[config.mk]
export PLATFORM = sky130hd
export DESIGN_NAME = exec_top
export DESIGN_NICKNAME = d
export VERILOG_FILES = /design/src/alu_pkg.sv /design/src/exec_pkg.sv /design/src/alu_cla.sv /design/src/shift_counter.sv /design/src/alu_shifter.sv /design/src/alu.sv /design/src/reg_file.sv /design/src/exec_ctrl.sv /design/src/exec_top.sv
export VERILOG_INCLUDE_DIRS = /design/src
export SDC_FILE = /design/constraint.sdc
export NUM_CORES = 1
export LEC_CHECK = 0
export BUFFER_PORTS_ARGS = -buffer_cell sky130_fd_sc_hd__buf_2
export CELL_PAD_IN_SITES_DETAIL_PLACEMENT = 1
export CELL_PAD_IN_SITES_GLOBAL_PLACEMENT = 2
export CORE_MARGIN = 2
export CORE_UTILIZATION = 40
export DETAILED_ROUTE_END_ITERATION = 6
export PLACE_DENSITY_LB_ADDON = 0.1
export SLEW_MARGIN = 20
export SYNTH_ARGS = -nofsm -noshare
export SYNTH_HDL_FRONTEND = slang
export SYNTH_SLANG_ARGS = --single-unit
[constraint.sdc]
create_clock -name clk -period 6.1 [get_ports clk]
set_input_delay 0.61 -clock clk [delete_from_list [all_inputs] [get_ports clk]]
set_output_delay 0.61 -clock clk [all_outputs]
set_load 0.03 [all_outputs]
[src/exec_defs.svh]
`ifndef EXEC_DEFS_SVH
`define EXEC_DEFS_SVH

`define DATA_W  16 // Datapath width
`define REG_CNT 8  // Architectural registers
`define SHAMT_W 4  // Shift amount, low bits of B

// ALU opcodes, same order as the ISA table
`define OP_ADD   4'h0 // A + B
`define OP_SUB   4'h1 // B - A
`define OP_XOR   4'h2
`define OP_ANDN  4'h3 // A & ~B
`define OP_ROL   4'h4 // First of the four shift ops
`define OP_SLL   4'h5
`define OP_ROR   4'h6
`define OP_SRL   4'h7 // Last of the four shift ops
`define OP_SEQ   4'h8 // A == B
`define OP_SLT   4'h9 // Signed A < B
`define OP_SLE   4'ha // Signed A <= B
`define OP_SCO   4'hb // Carry out of A + B
`define OP_BTR   4'hc // Bit reverse of A
`define OP_PASSB 4'hd
`define OP_SLBI  4'he // A low byte over B low byte
`define OP_PC2   4'hf

`endif

[src/alu_pkg.sv]
`default_nettype none

`include "exec_defs.svh"

// Data side types of the execute unit
package alu_pkg;

	typedef logic [`DATA_W-1:0] data_t; // Operand, result, register word

	typedef logic [`SHAMT_W-1:0] shamt_t; // Shift or rotate distance

	typedef logic [3:0] alu_op_t; // One of sixteen ALU functions

endpackage

`default_nettype wire

[src/exec_pkg.sv]
`default_nettype none

`include "exec_defs.svh"

// Control and storage types
package exec_pkg;

	typedef logic [$clog2(`REG_CNT)-1:0] reg_idx_t; // Register file address

	typedef enum logic [1:0] {
		IDLE,  // Waiting for start
		SHIFT, // One bit per cycle
		WRITE  // Write-back and done
	} exec_state_t;

endpackage

`default_nettype wire

[src/alu_cla.sv]
`timescale 1ns/10ps
`default_nettype none

`include "exec_defs.svh"

module alu_cla (
	input  alu_pkg::data_t a_i,
	input  alu_pkg::data_t b_i,
	input  logic           ci_i,
	output alu_pkg::data_t s_o,
	output logic           co_o
);

	alu_pkg::data_t gen;   // Bit generate
	alu_pkg::data_t prop;  // Bit propagate
	alu_pkg::data_t carry; // Carry into each bit
	logic [3:0] grp_g;     // Group generate
	logic [3:0] grp_p;     // Group propagate
	logic [4:0] grp_c;     // Carry into each group, [4] is carry out

	assign gen  = a_i & b_i;
	assign prop = a_i ^ b_i;

	// First level, lookahead inside each nibble
	for (genvar gi = 0; gi < `DATA_W/4; gi++) begin : g_grp
		assign carry[4*gi]   = grp_c[gi];
		assign carry[4*gi+1] = gen[4*gi] | (prop[4*gi] & grp_c[gi]);
		assign carry[4*gi+2] = gen[4*gi+1] | (prop[4*gi+1] & gen[4*gi]) |
			(prop[4*gi+1] & prop[4*gi] & grp_c[gi]);
		assign carry[4*gi+3] = gen[4*gi+2] | (prop[4*gi+2] & gen[4*gi+1]) |
			(prop[4*gi+2] & prop[4*gi+1] & gen[4*gi]) |
			(prop[4*gi+2] & prop[4*gi+1] & prop[4*gi] & grp_c[gi]);
		assign grp_g[gi] = gen[4*gi+3] | (prop[4*gi+3] & gen[4*gi+2]) |
			(prop[4*gi+3] & prop[4*gi+2] & gen[4*gi+1]) |
			(prop[4*gi+3] & prop[4*gi+2] & prop[4*gi+1] & gen[4*gi]);
		assign grp_p[gi] = &prop[4*gi +: 4]; // Whole nibble propagates
	end

	// Second level, carries between nibbles
	assign grp_c[0] = ci_i;
	assign grp_c[1] = grp_g[0] | (grp_p[0] & ci_i);
	assign grp_c[2] = grp_g[1] | (grp_p[1] & grp_g[0]) | (grp_p[1] & grp_p[0] & ci_i);
	assign grp_c[3] = grp_g[2] | (grp_p[2] & grp_g[1]) | (grp_p[2] & grp_p[1] & grp_g[0]) |
		(grp_p[2] & grp_p[1] & grp_p[0] & ci_i);
	assign grp_c[4] = grp_g[3] | (grp_p[3] & grp_g[2]) | (grp_p[3] & grp_p[2] & grp_g[1]) |
		(grp_p[3] & grp_p[2] & grp_p[1] & grp_g[0]) |
		(grp_p[3] & grp_p[2] & grp_p[1] & grp_p[0] & ci_i);

	assign s_o  = prop ^ carry;
	assign co_o = grp_c[4]; // Carry out of the top nibble

endmodule

`default_nettype wire

[src/shift_counter.sv]
`timescale 1ns/10ps
`default_nettype none

module shift_counter (
	input  logic            clk,
	input  logic            arst_n_i,
	input  logic            load_i,   // Operand capture
	input  alu_pkg::shamt_t cnt_i,    // Low bits of B
	input  logic            dec_i,    // One shift step taken
	output logic            zero_o    // No steps left after this edge
);

	alu_pkg::shamt_t cnt_q; // Steps still to do
	alu_pkg::shamt_t cnt_d;

	always_comb begin
		cnt_d = cnt_q; // Hold by default
		if (load_i) begin
			cnt_d = cnt_i;
		end else if (dec_i && (cnt_q != '0)) begin
			cnt_d = cnt_q - 1'b1; // Never wraps below zero
		end
	end

	always_ff @(posedge clk or negedge arst_n_i) begin
		if (!arst_n_i) begin
			cnt_q <= '0;
		end else begin
			cnt_q <= cnt_d;
		end
	end

	// Looks at the next count, so the FSM leaves SHIFT on the last step
	// and can skip SHIFT entirely for a zero distance
	assign zero_o = (cnt_d == '0);

endmodule

`default_nettype wire

[src/alu_shifter.sv]
`timescale 1ns/10ps
`default_nettype none

`include "exec_defs.svh"

module alu_shifter (
	input  logic           clk,
	input  logic           arst_n_i,
	input  logic           load_i,   // Take A
	input  logic           step_i,   // Move one bit
	input  alu_pkg::data_t data_i,
	input  logic [1:0]     mode_i,   // [1] right, [0] zero fill
	output alu_pkg::data_t data_o
);

	alu_pkg::data_t sh_q;
	alu_pkg::data_t sh_nxt; // Value after one step

	always_comb begin
		case (mode_i)
			2'b00: sh_nxt = {sh_q[`DATA_W-2:0], sh_q[`DATA_W-1]}; // Rotate left
			2'b01: sh_nxt = {sh_q[`DATA_W-2:0], 1'b0};            // Shift left
			2'b10: sh_nxt = {sh_q[0], sh_q[`DATA_W-1:1]};         // Rotate right
			default: begin
				sh_nxt = {1'b0, sh_q[`DATA_W-1:1]}; // Logical shift right
			end
		endcase
	end

	always_ff @(posedge clk or negedge arst_n_i) begin
		if (!arst_n_i) begin
			sh_q <= '0;
		end else if (load_i) begin
			sh_q <= data_i; // Load wins over step
		end else if (step_i) begin
			sh_q <= sh_nxt;
		end
	end

	assign data_o = sh_q;

endmodule

`default_nettype wire

[src/alu.sv]
`timescale 1ns/10ps
`default_nettype none

`include "exec_defs.svh"

module alu (
	input  logic              clk,
	input  logic              arst_n_i,
	input  logic              cap_i,    // Capture A and B
	input  alu_pkg::alu_op_t  op_i,     // Captured opcode
	input  alu_pkg::data_t    a_i,
	input  alu_pkg::data_t    b_i,
	input  alu_pkg::data_t    shift_i,  // Shifter register
	input  alu_pkg::data_t    pc2_i,
	output alu_pkg::data_t    result_o,
	output logic              lt_o,
	output logic              zf_o
);

	alu_pkg::data_t a_q;     // Operand copies, stable while shifting
	alu_pkg::data_t b_q;
	alu_pkg::data_t cla_a;
	alu_pkg::data_t cla_b;
	logic           cla_ci;
	alu_pkg::data_t cla_s;
	logic           cla_co;
	alu_pkg::data_t rev;     // A bit reversed
	alu_pkg::data_t res;
	logic           slt;     // Signed A < B
	logic           eq;

	always_ff @(posedge clk or negedge arst_n_i) begin
		if (!arst_n_i) begin
			a_q <= '0;
			b_q <= '0;
		end else if (cap_i) begin
			a_q <= a_i;
			b_q <= b_i;
		end
	end

	// Adder operand steering
	always_comb begin
		cla_a  = a_q;
		cla_b  = b_q;
		cla_ci = 1'b0; // Plain A + B for add and carry out
		case (op_i)
			`OP_SUB: begin
				cla_a  = b_q;  // B - A
				cla_b  = ~a_q;
				cla_ci = 1'b1;
			end
			`OP_SLT, `OP_SLE: begin
				cla_b  = ~b_q; // A - B
				cla_ci = 1'b1;
			end
			default: begin
				cla_ci = 1'b0;
			end
		endcase
	end

	alu_cla u_cla (
		.a_i  (cla_a),
		.b_i  (cla_b),
		.ci_i (cla_ci),
		.s_o  (cla_s),
		.co_o (cla_co)
	);

	always_comb begin
		for (int i = 0; i < `DATA_W; i++) begin
			rev[i] = a_q[`DATA_W-1-i];
		end
	end

	assign eq = (a_q == b_q);
	// Signs differ, so the negative one is smaller; else difference sign, no overflow
	assign slt = (a_q[`DATA_W-1] != b_q[`DATA_W-1]) ? a_q[`DATA_W-1] : cla_s[`DATA_W-1];

	always_comb begin
		res = '0;
		case (op_i)
			`OP_ADD, `OP_SUB: res = cla_s;
			`OP_XOR:          res = a_q ^ b_q;
			`OP_ANDN:         res = a_q & ~b_q;
			`OP_ROL, `OP_SLL, `OP_ROR, `OP_SRL: res = shift_i; // Already stepped
			`OP_SEQ:          res = {{(`DATA_W-1){1'b0}}, eq};
			`OP_SLT:          res = {{(`DATA_W-1){1'b0}}, slt};
			`OP_SLE:          res = {{(`DATA_W-1){1'b0}}, slt | eq};
			`OP_SCO:          res = {{(`DATA_W-1){1'b0}}, cla_co};
			`OP_BTR:          res = rev;
			`OP_PASSB:        res = b_q;
			`OP_SLBI:         res = {a_q[7:0], b_q[7:0]};
			`OP_PC2:          res = pc2_i;
			default:          res = '0;
		endcase
	end

	assign result_o = res;
	assign zf_o     = (res == '0);
	assign lt_o     = ((op_i == `OP_SLT) || (op_i == `OP_SLE)) ? slt : 1'b0; // Compares only

endmodule

`default_nettype wire

[src/reg_file.sv]
`timescale 1ns/10ps
`default_nettype none

`include "exec_defs.svh"

module reg_file (
	input  logic              clk,
	input  logic              arst_n_i,
	input  logic              we_i,
	input  exec_pkg::reg_idx_t waddr_i,
	input  alu_pkg::data_t    wdata_i,
	input  exec_pkg::reg_idx_t raddr_a_i, // rs
	input  exec_pkg::reg_idx_t raddr_b_i, // rt
	output alu_pkg::data_t    rdata_a_o,
	output alu_pkg::data_t    rdata_b_o
);

	alu_pkg::data_t regs [`REG_CNT];

	always_ff @(posedge clk or negedge arst_n_i) begin
		if (!arst_n_i) begin
			for (int i = 0; i < `REG_CNT; i++) begin
				regs[i] <= '0; // All registers read zero after reset
			end
		end else if (we_i) begin
			regs[waddr_i] <= wdata_i;
		end
	end

	// No write bypass, a write shows up the next cycle
	assign rdata_a_o = regs[raddr_a_i];
	assign rdata_b_o = regs[raddr_b_i];

endmodule

`default_nettype wire

[src/exec_ctrl.sv]
`timescale 1ns/10ps
`default_nettype none

`include "exec_defs.svh"

module exec_ctrl (
	input  logic               clk,
	input  logic               arst_n_i,
	input  logic               start_i,
	input  alu_pkg::alu_op_t   op_i,
	input  exec_pkg::reg_idx_t rd_i,
	input  logic               cnt_zero_i, // Counter hits zero at next edge
	output logic               busy_o,
	output logic               cap_o,      // Operand capture strobe
	output logic               step_o,     // Shift one bit
	output logic               wb_o,       // Register file write
	output logic               done_o,
	output exec_pkg::reg_idx_t wb_addr_o,
	output alu_pkg::alu_op_t   op_o
);

	exec_pkg::exec_state_t state_q;
	exec_pkg::exec_state_t state_d;
	alu_pkg::alu_op_t      op_q;
	exec_pkg::reg_idx_t    rd_q;
	logic                  accept;
	logic                  is_shift; // Opcodes 4 to 7

	assign accept   = (state_q == exec_pkg::IDLE) && start_i; // Dropped while busy
	assign is_shift = (op_i >= `OP_ROL) && (op_i <= `OP_SRL);

	always_comb begin
		state_d = state_q;
		case (state_q)
			exec_pkg::IDLE: begin
				if (accept) begin
					// Zero distance needs no steps
					state_d = (is_shift && !cnt_zero_i) ? exec_pkg::SHIFT : exec_pkg::WRITE;
				end
			end
			exec_pkg::SHIFT: begin
				if (cnt_zero_i) begin
					state_d = exec_pkg::WRITE; // Last step this cycle
				end
			end
			exec_pkg::WRITE: state_d = exec_pkg::IDLE;
			default:         state_d = exec_pkg::IDLE;
		endcase
	end

	always_ff @(posedge clk or negedge arst_n_i) begin
		if (!arst_n_i) begin
			state_q <= exec_pkg::IDLE;
			op_q    <= '0;
			rd_q    <= '0;
		end else begin
			state_q <= state_d;
			if (accept) begin
				op_q <= op_i;
				rd_q <= rd_i;
			end
		end
	end

	assign busy_o    = (state_q != exec_pkg::IDLE);
	assign cap_o     = accept;
	assign step_o    = (state_q == exec_pkg::SHIFT);
	assign wb_o      = (state_q == exec_pkg::WRITE);
	assign done_o    = (state_q == exec_pkg::WRITE); // Result visible this cycle
	assign wb_addr_o = rd_q;
	assign op_o      = op_q;

endmodule

`default_nettype wire

[src/exec_top.sv]
`timescale 1ns/10ps
`default_nettype none

`include "exec_defs.svh"

module exec_top (
	input  logic               clk,
	input  logic               arst_n_i,
	input  logic               load_i,
	input  exec_pkg::reg_idx_t load_addr_i,
	input  alu_pkg::data_t     load_data_i,
	input  logic               start_i,
	input  alu_pkg::alu_op_t   op_i,
	input  exec_pkg::reg_idx_t rs_i,       // A
	input  exec_pkg::reg_idx_t rt_i,       // B
	input  exec_pkg::reg_idx_t rd_i,
	input  alu_pkg::data_t     pc2_i,
	output logic               busy_o,
	output logic               done_o,
	output alu_pkg::data_t     result_o,
	output logic               zf_o,
	output logic               lt_o
);

	logic               busy;
	logic               cap;
	logic               step;
	logic               wb;
	logic               cnt_zero;
	exec_pkg::reg_idx_t wb_addr;
	alu_pkg::alu_op_t   op_q;
	alu_pkg::data_t     rdata_a;
	alu_pkg::data_t     rdata_b;
	alu_pkg::data_t     shift_q;
	alu_pkg::data_t     alu_res;
	logic               alu_lt;
	logic               alu_zf;
	logic               rf_we;
	exec_pkg::reg_idx_t rf_waddr;
	alu_pkg::data_t     rf_wdata;
	alu_pkg::data_t     result_q; // Held between done pulses
	logic               zf_q;
	logic               lt_q;

	exec_ctrl u_ctrl (
		.clk        (clk),
		.arst_n_i   (arst_n_i),
		.start_i    (start_i),
		.op_i       (op_i),
		.rd_i       (rd_i),
		.cnt_zero_i (cnt_zero),
		.busy_o     (busy),
		.cap_o      (cap),
		.step_o     (step),
		.wb_o       (wb),
		.done_o     (done_o),
		.wb_addr_o  (wb_addr),
		.op_o       (op_q)
	);

	shift_counter u_cnt (
		.clk      (clk),
		.arst_n_i (arst_n_i),
		.load_i   (cap),
		.cnt_i    (rdata_b[`SHAMT_W-1:0]), // Distance from B
		.dec_i    (step),
		.zero_o   (cnt_zero)
	);

	alu_shifter u_shift (
		.clk      (clk),
		.arst_n_i (arst_n_i),
		.load_i   (cap),
		.step_i   (step),
		.data_i   (rdata_a),
		.mode_i   (op_q[1:0]), // Low opcode bits pick the direction and fill
		.data_o   (shift_q)
	);

	alu u_alu (
		.clk      (clk),
		.arst_n_i (arst_n_i),
		.cap_i    (cap),
		.op_i     (op_q),
		.a_i      (rdata_a),
		.b_i      (rdata_b),
		.shift_i  (shift_q),
		.pc2_i    (pc2_i),
		.result_o (alu_res),
		.lt_o     (alu_lt),
		.zf_o     (alu_zf)
	);

	// Write-back only happens while busy, outside loads only while idle
	assign rf_we    = wb | (load_i & ~busy);
	assign rf_waddr = wb ? wb_addr : load_addr_i;
	assign rf_wdata = wb ? alu_res : load_data_i;

	reg_file u_rf (
		.clk       (clk),
		.arst_n_i  (arst_n_i),
		.we_i      (rf_we),
		.waddr_i   (rf_waddr),
		.wdata_i   (rf_wdata),
		.raddr_a_i (rs_i),
		.raddr_b_i (rt_i),
		.rdata_a_o (rdata_a),
		.rdata_b_o (rdata_b)
	);

	always_ff @(posedge clk or negedge arst_n_i) begin
		if (!arst_n_i) begin
			result_q <= '0;
			zf_q     <= 1'b0;
			lt_q     <= 1'b0;
		end else if (wb) begin
			result_q <= alu_res;
			zf_q     <= alu_zf;
			lt_q     <= alu_lt;
		end
	end

	// Live ALU values in the done cycle, registered copies after it
	assign result_o = wb ? alu_res : result_q;
	assign zf_o     = wb ? alu_zf : zf_q;
	assign lt_o     = wb ? alu_lt : lt_q;
	assign busy_o   = busy;

endmodule

`default_nettype wire

==> results.tsv <==
metric	value	unit
status	finished clean	
critPathLaunch	u_ctrl.op_o[1]	
endpoint_kind	output port	
met2_length	20190	um
wire_per_inst	24.34	um
worstPathArrival	5230	ps
cap_viol_max_count	0	
area_growth_syn_to_layout	12.92	%
cpPeakStageDelay	480	ps
async_reset_ff_share	100.0	%
reg2reg_depth	17	
syn_inst	1322	
synth_top_area_share	41.36	%
cp-start-kind	register	
port-buffer-count	71	
slew_viol_final	0	
ir_worst_vdd	0.0002656	V
finalNonFillerCells	1768	
max_freq	0.1713	GHz
grt_pass1_vias	10670	
top_layer	met4	
antenna_found_initial	0	
cts_tree	done	
post-route-period-util	95.69	%
synth_common_cells	nand2_1 (249), dfrtp_1 (207), o21ai_0 (146)	
crit_required	5490	ps
dp.final_hpwl	30110	um
tightest_slew	1018	ps
yosysTopAreaCell	dfrtp_1	
power.total	0.008818	W
synth_edf_count	0	
grt_use_total	26.56	%
n_antenna_cell	0	
wl	43030	um
critPathMaxFanout	7	
cts_max_path_buffers	3	
vias	10340	
avgViaCountPerCell	5.847	
numCtsBuffers	25	
ys_warn_count	0	
tns	0	ps
cp.buffers_inverters	4	
die-area	0.03274	mm^2
clock_latency	530	ps
die_w	180.9	um
setup_viol	0	
cp_top_family	compound AO/OA/AOI/OAI gates	
wl_met3	1631	um
dieHeight	180.9	um
route.detailed.drc	0	
rr_endpoint	u_rf.regs[21]	
dr.pass1.iters	5	
clock-sinks	207	
reg2reg_slack	1400	ps
start_util	40.73	%
crit_chain	xnor2_4, buf_4, nor2_1, buf_6, o21ai_0, o21ai_0, ha_1, a21oi_2, o21ai_0, a31oi_4, o21ai_1, fa_1, xor2_1, a32o_1, a2111oi_1, buf_4, nand4_1, nor4b_2, o2111ai_1, o21ai_1, buf_4	
ctsHtreeMaxLevel	1	
netlist_area	0.01252	mm^2
critPathKind	register to output port	
num_rows	64	
layout-drive-gt1-share	19.02	%
gp_congestion	0.9463	
grt_pass1_wl	66580	um
crit_path_end	zf_o	
layout_min_cycle_time	5837	ps
hold_viol_final	0	
cts.clk_slew.worst_paths	60	ps
fin_nets	1445	
worstReg2RegStart	u_ctrl.op_o[1]	
p_leak	6.214	nW
yosys_register_bits	207	
dp_worst_setup_slack	346.3	ps
synth.avg_cell_area	9.473	um^2
ys_seq_area_share	41.36	%
cts_hold_buf	0	
met1_length	20170	um
setup_slack	263.1	ps
powerDensity	623.6	mW/mm^2
grt_max_degree	114	
cp_slowest_cell	dfrtp_2	
worstHoldPathType	input pin to asynchronous set/reset pin	
grt-ovfl-total	0	
io_pins	72	
slew_headroom	32.16	%
synth_nets	1411	
finalClockSkew	20.83	ps
cp.depth	21	
synth.distinct_cells	73	
drtAntennaViolNets	0	
core	0.03075	mm^2
fin_util	45.99	%
ys_top_cells_by_area	dfrtp_1 (41%), mux4_2 (12%), nand2_1 (7.5%)	
root_buffer	clkbuf_16	
synth_most_common_cell	nand2_1	
ys.flop_type	dfrtp_1	
place_inst	1718	
n_fill_cell	3523	
dr.first_iter.drc_count	619	
[per-stage QoR]
stage | cell area, um^2 | hold slack (ps)
after floorplan | 12520 | 314.4
after global placement | 13220 | 452.4
after detailed placement | 13220 | 458.7
after CTS | 14020 | 246.6
after global routing | 14140 | 259.6
final | 14140 | 193.1
[repair_timing]
action	CTS	global route
buffers inserted	0	7
pin swaps	0	7
setup endpoints to repair	1	2
gates resized for setup	7	21
[cell families after synthesis]
kind of cell,count (synthesis),share of synthesized area [%]
compound gates,393,18.32
xor+xnor,13,0.9092
fa+ha+maj,37,3.937
buf+inv,134,4.186
flops,207,41.36
mux,134,17.41
simple gates,404,13.87
[metal layers]
| layer | GRT usage (%) | vias to the layer above |
|---|---|---|
| met5 | 0 | - |
| met4 | 6.667 | 0 |
| met3 | 2.540 | 54 |
| met2 | 43.40 | 209 |
| met1 | 38.23 | 5236 |
| li1 | - | 4838 |
[where the power goes]
part | internal, W | switching [W]
Clock | 0.000811 | 0.000582
Sequential | 0.00201 | 0.000609
Combinational | 0.00183 | 0.00298
[sequential cells by signal (all words and copies together), names as in the netlist]
name and count:
u_ctrl.state_q 2, lt_q 1, u_alu.a_q 16, u_alu.b_q 16
u_cnt.cnt_q 4, u_ctrl.op_o 4, u_rf.regs 128, u_ctrl.wb_addr_o 3
result_q 16, u_shift.data_o 16, zf_q 1
[worst min-delay path by stage]
stage,start,to,slack [ps],depth (start not counted)
global route,arst_n_i,u_rf.regs[92],260,1
global placement,result_q[3],result_q[3],450,2
floorplan,arst_n_i,lt_q,310,0
finish,arst_n_i,u_rf.regs[92],190,1
detailed placement,result_q[6],result_q[6],460,2
CTS,arst_n_i,u_rf.regs[92],250,1
[layout make-up]
type / count / area, um^2 / area share (%)
timing repair buffer: 106 / 653.1 / 4.619
tap: 396 / 495.5 / 3.504
clock buffer: 33 / 705.7 / 4.990
inverter: 35 / 131.4 / 0.9290
multi-input combinational: 981 / 6913 / 48.89
sequential: 207 / 5181 / 36.64
clock inverter: 10 / 61.31 / 0.4336
[worst register-to-register path, stage by stage (launching register included)]
cell and delay (ps):
dfrtp_2 480, xnor2_4 250, buf_4 170, nor2_1 70, buf_6 150, o21ai_0 120, o21ai_0 100, ha_1 250
a2111o_2 460, buf_4 160, a31o_1 230, a21o_1 210, fa_1 430, xor2_1 170, o22ai_1 320, nor2_1 130
a21oi_1 630, o21ai_0 210
[cells in the final DEF (no fill, tap or decap), types with 5 or more instances in the layout]
cell       synthesis  final
a21oi_2            2      6
nand3b_1           6      6
buf_4              0     33
nand2b_1           7      5
clkbuf_8           0      6
nand2_1          249    247
a21oi_1           75     71
clkinv_2           0      7
clkbuf_16          0     25
nand4_1            6      6
mux2_2            21     21
o31ai_1            8      8
o21ai_1           64     68
mux2i_1           48     48
xnor2_1            6      5
o211ai_1           6      6
dfrtp_1          207    206
inv_1             34     34
a22oi_1            6      6
mux4_2            65     65
o22ai_1           15     15
a211oi_1          14     14
nor2b_1           11     10
o21ai_0          146    141
xor2_1             7      7
nand3_1           24     24
nor3_1             9      9
ha_1              33     33
nor2_1            63     62
a21o_1            14     14
buf_2             11     69
and2_1             5      5
(Power assumes the default switching activity.)
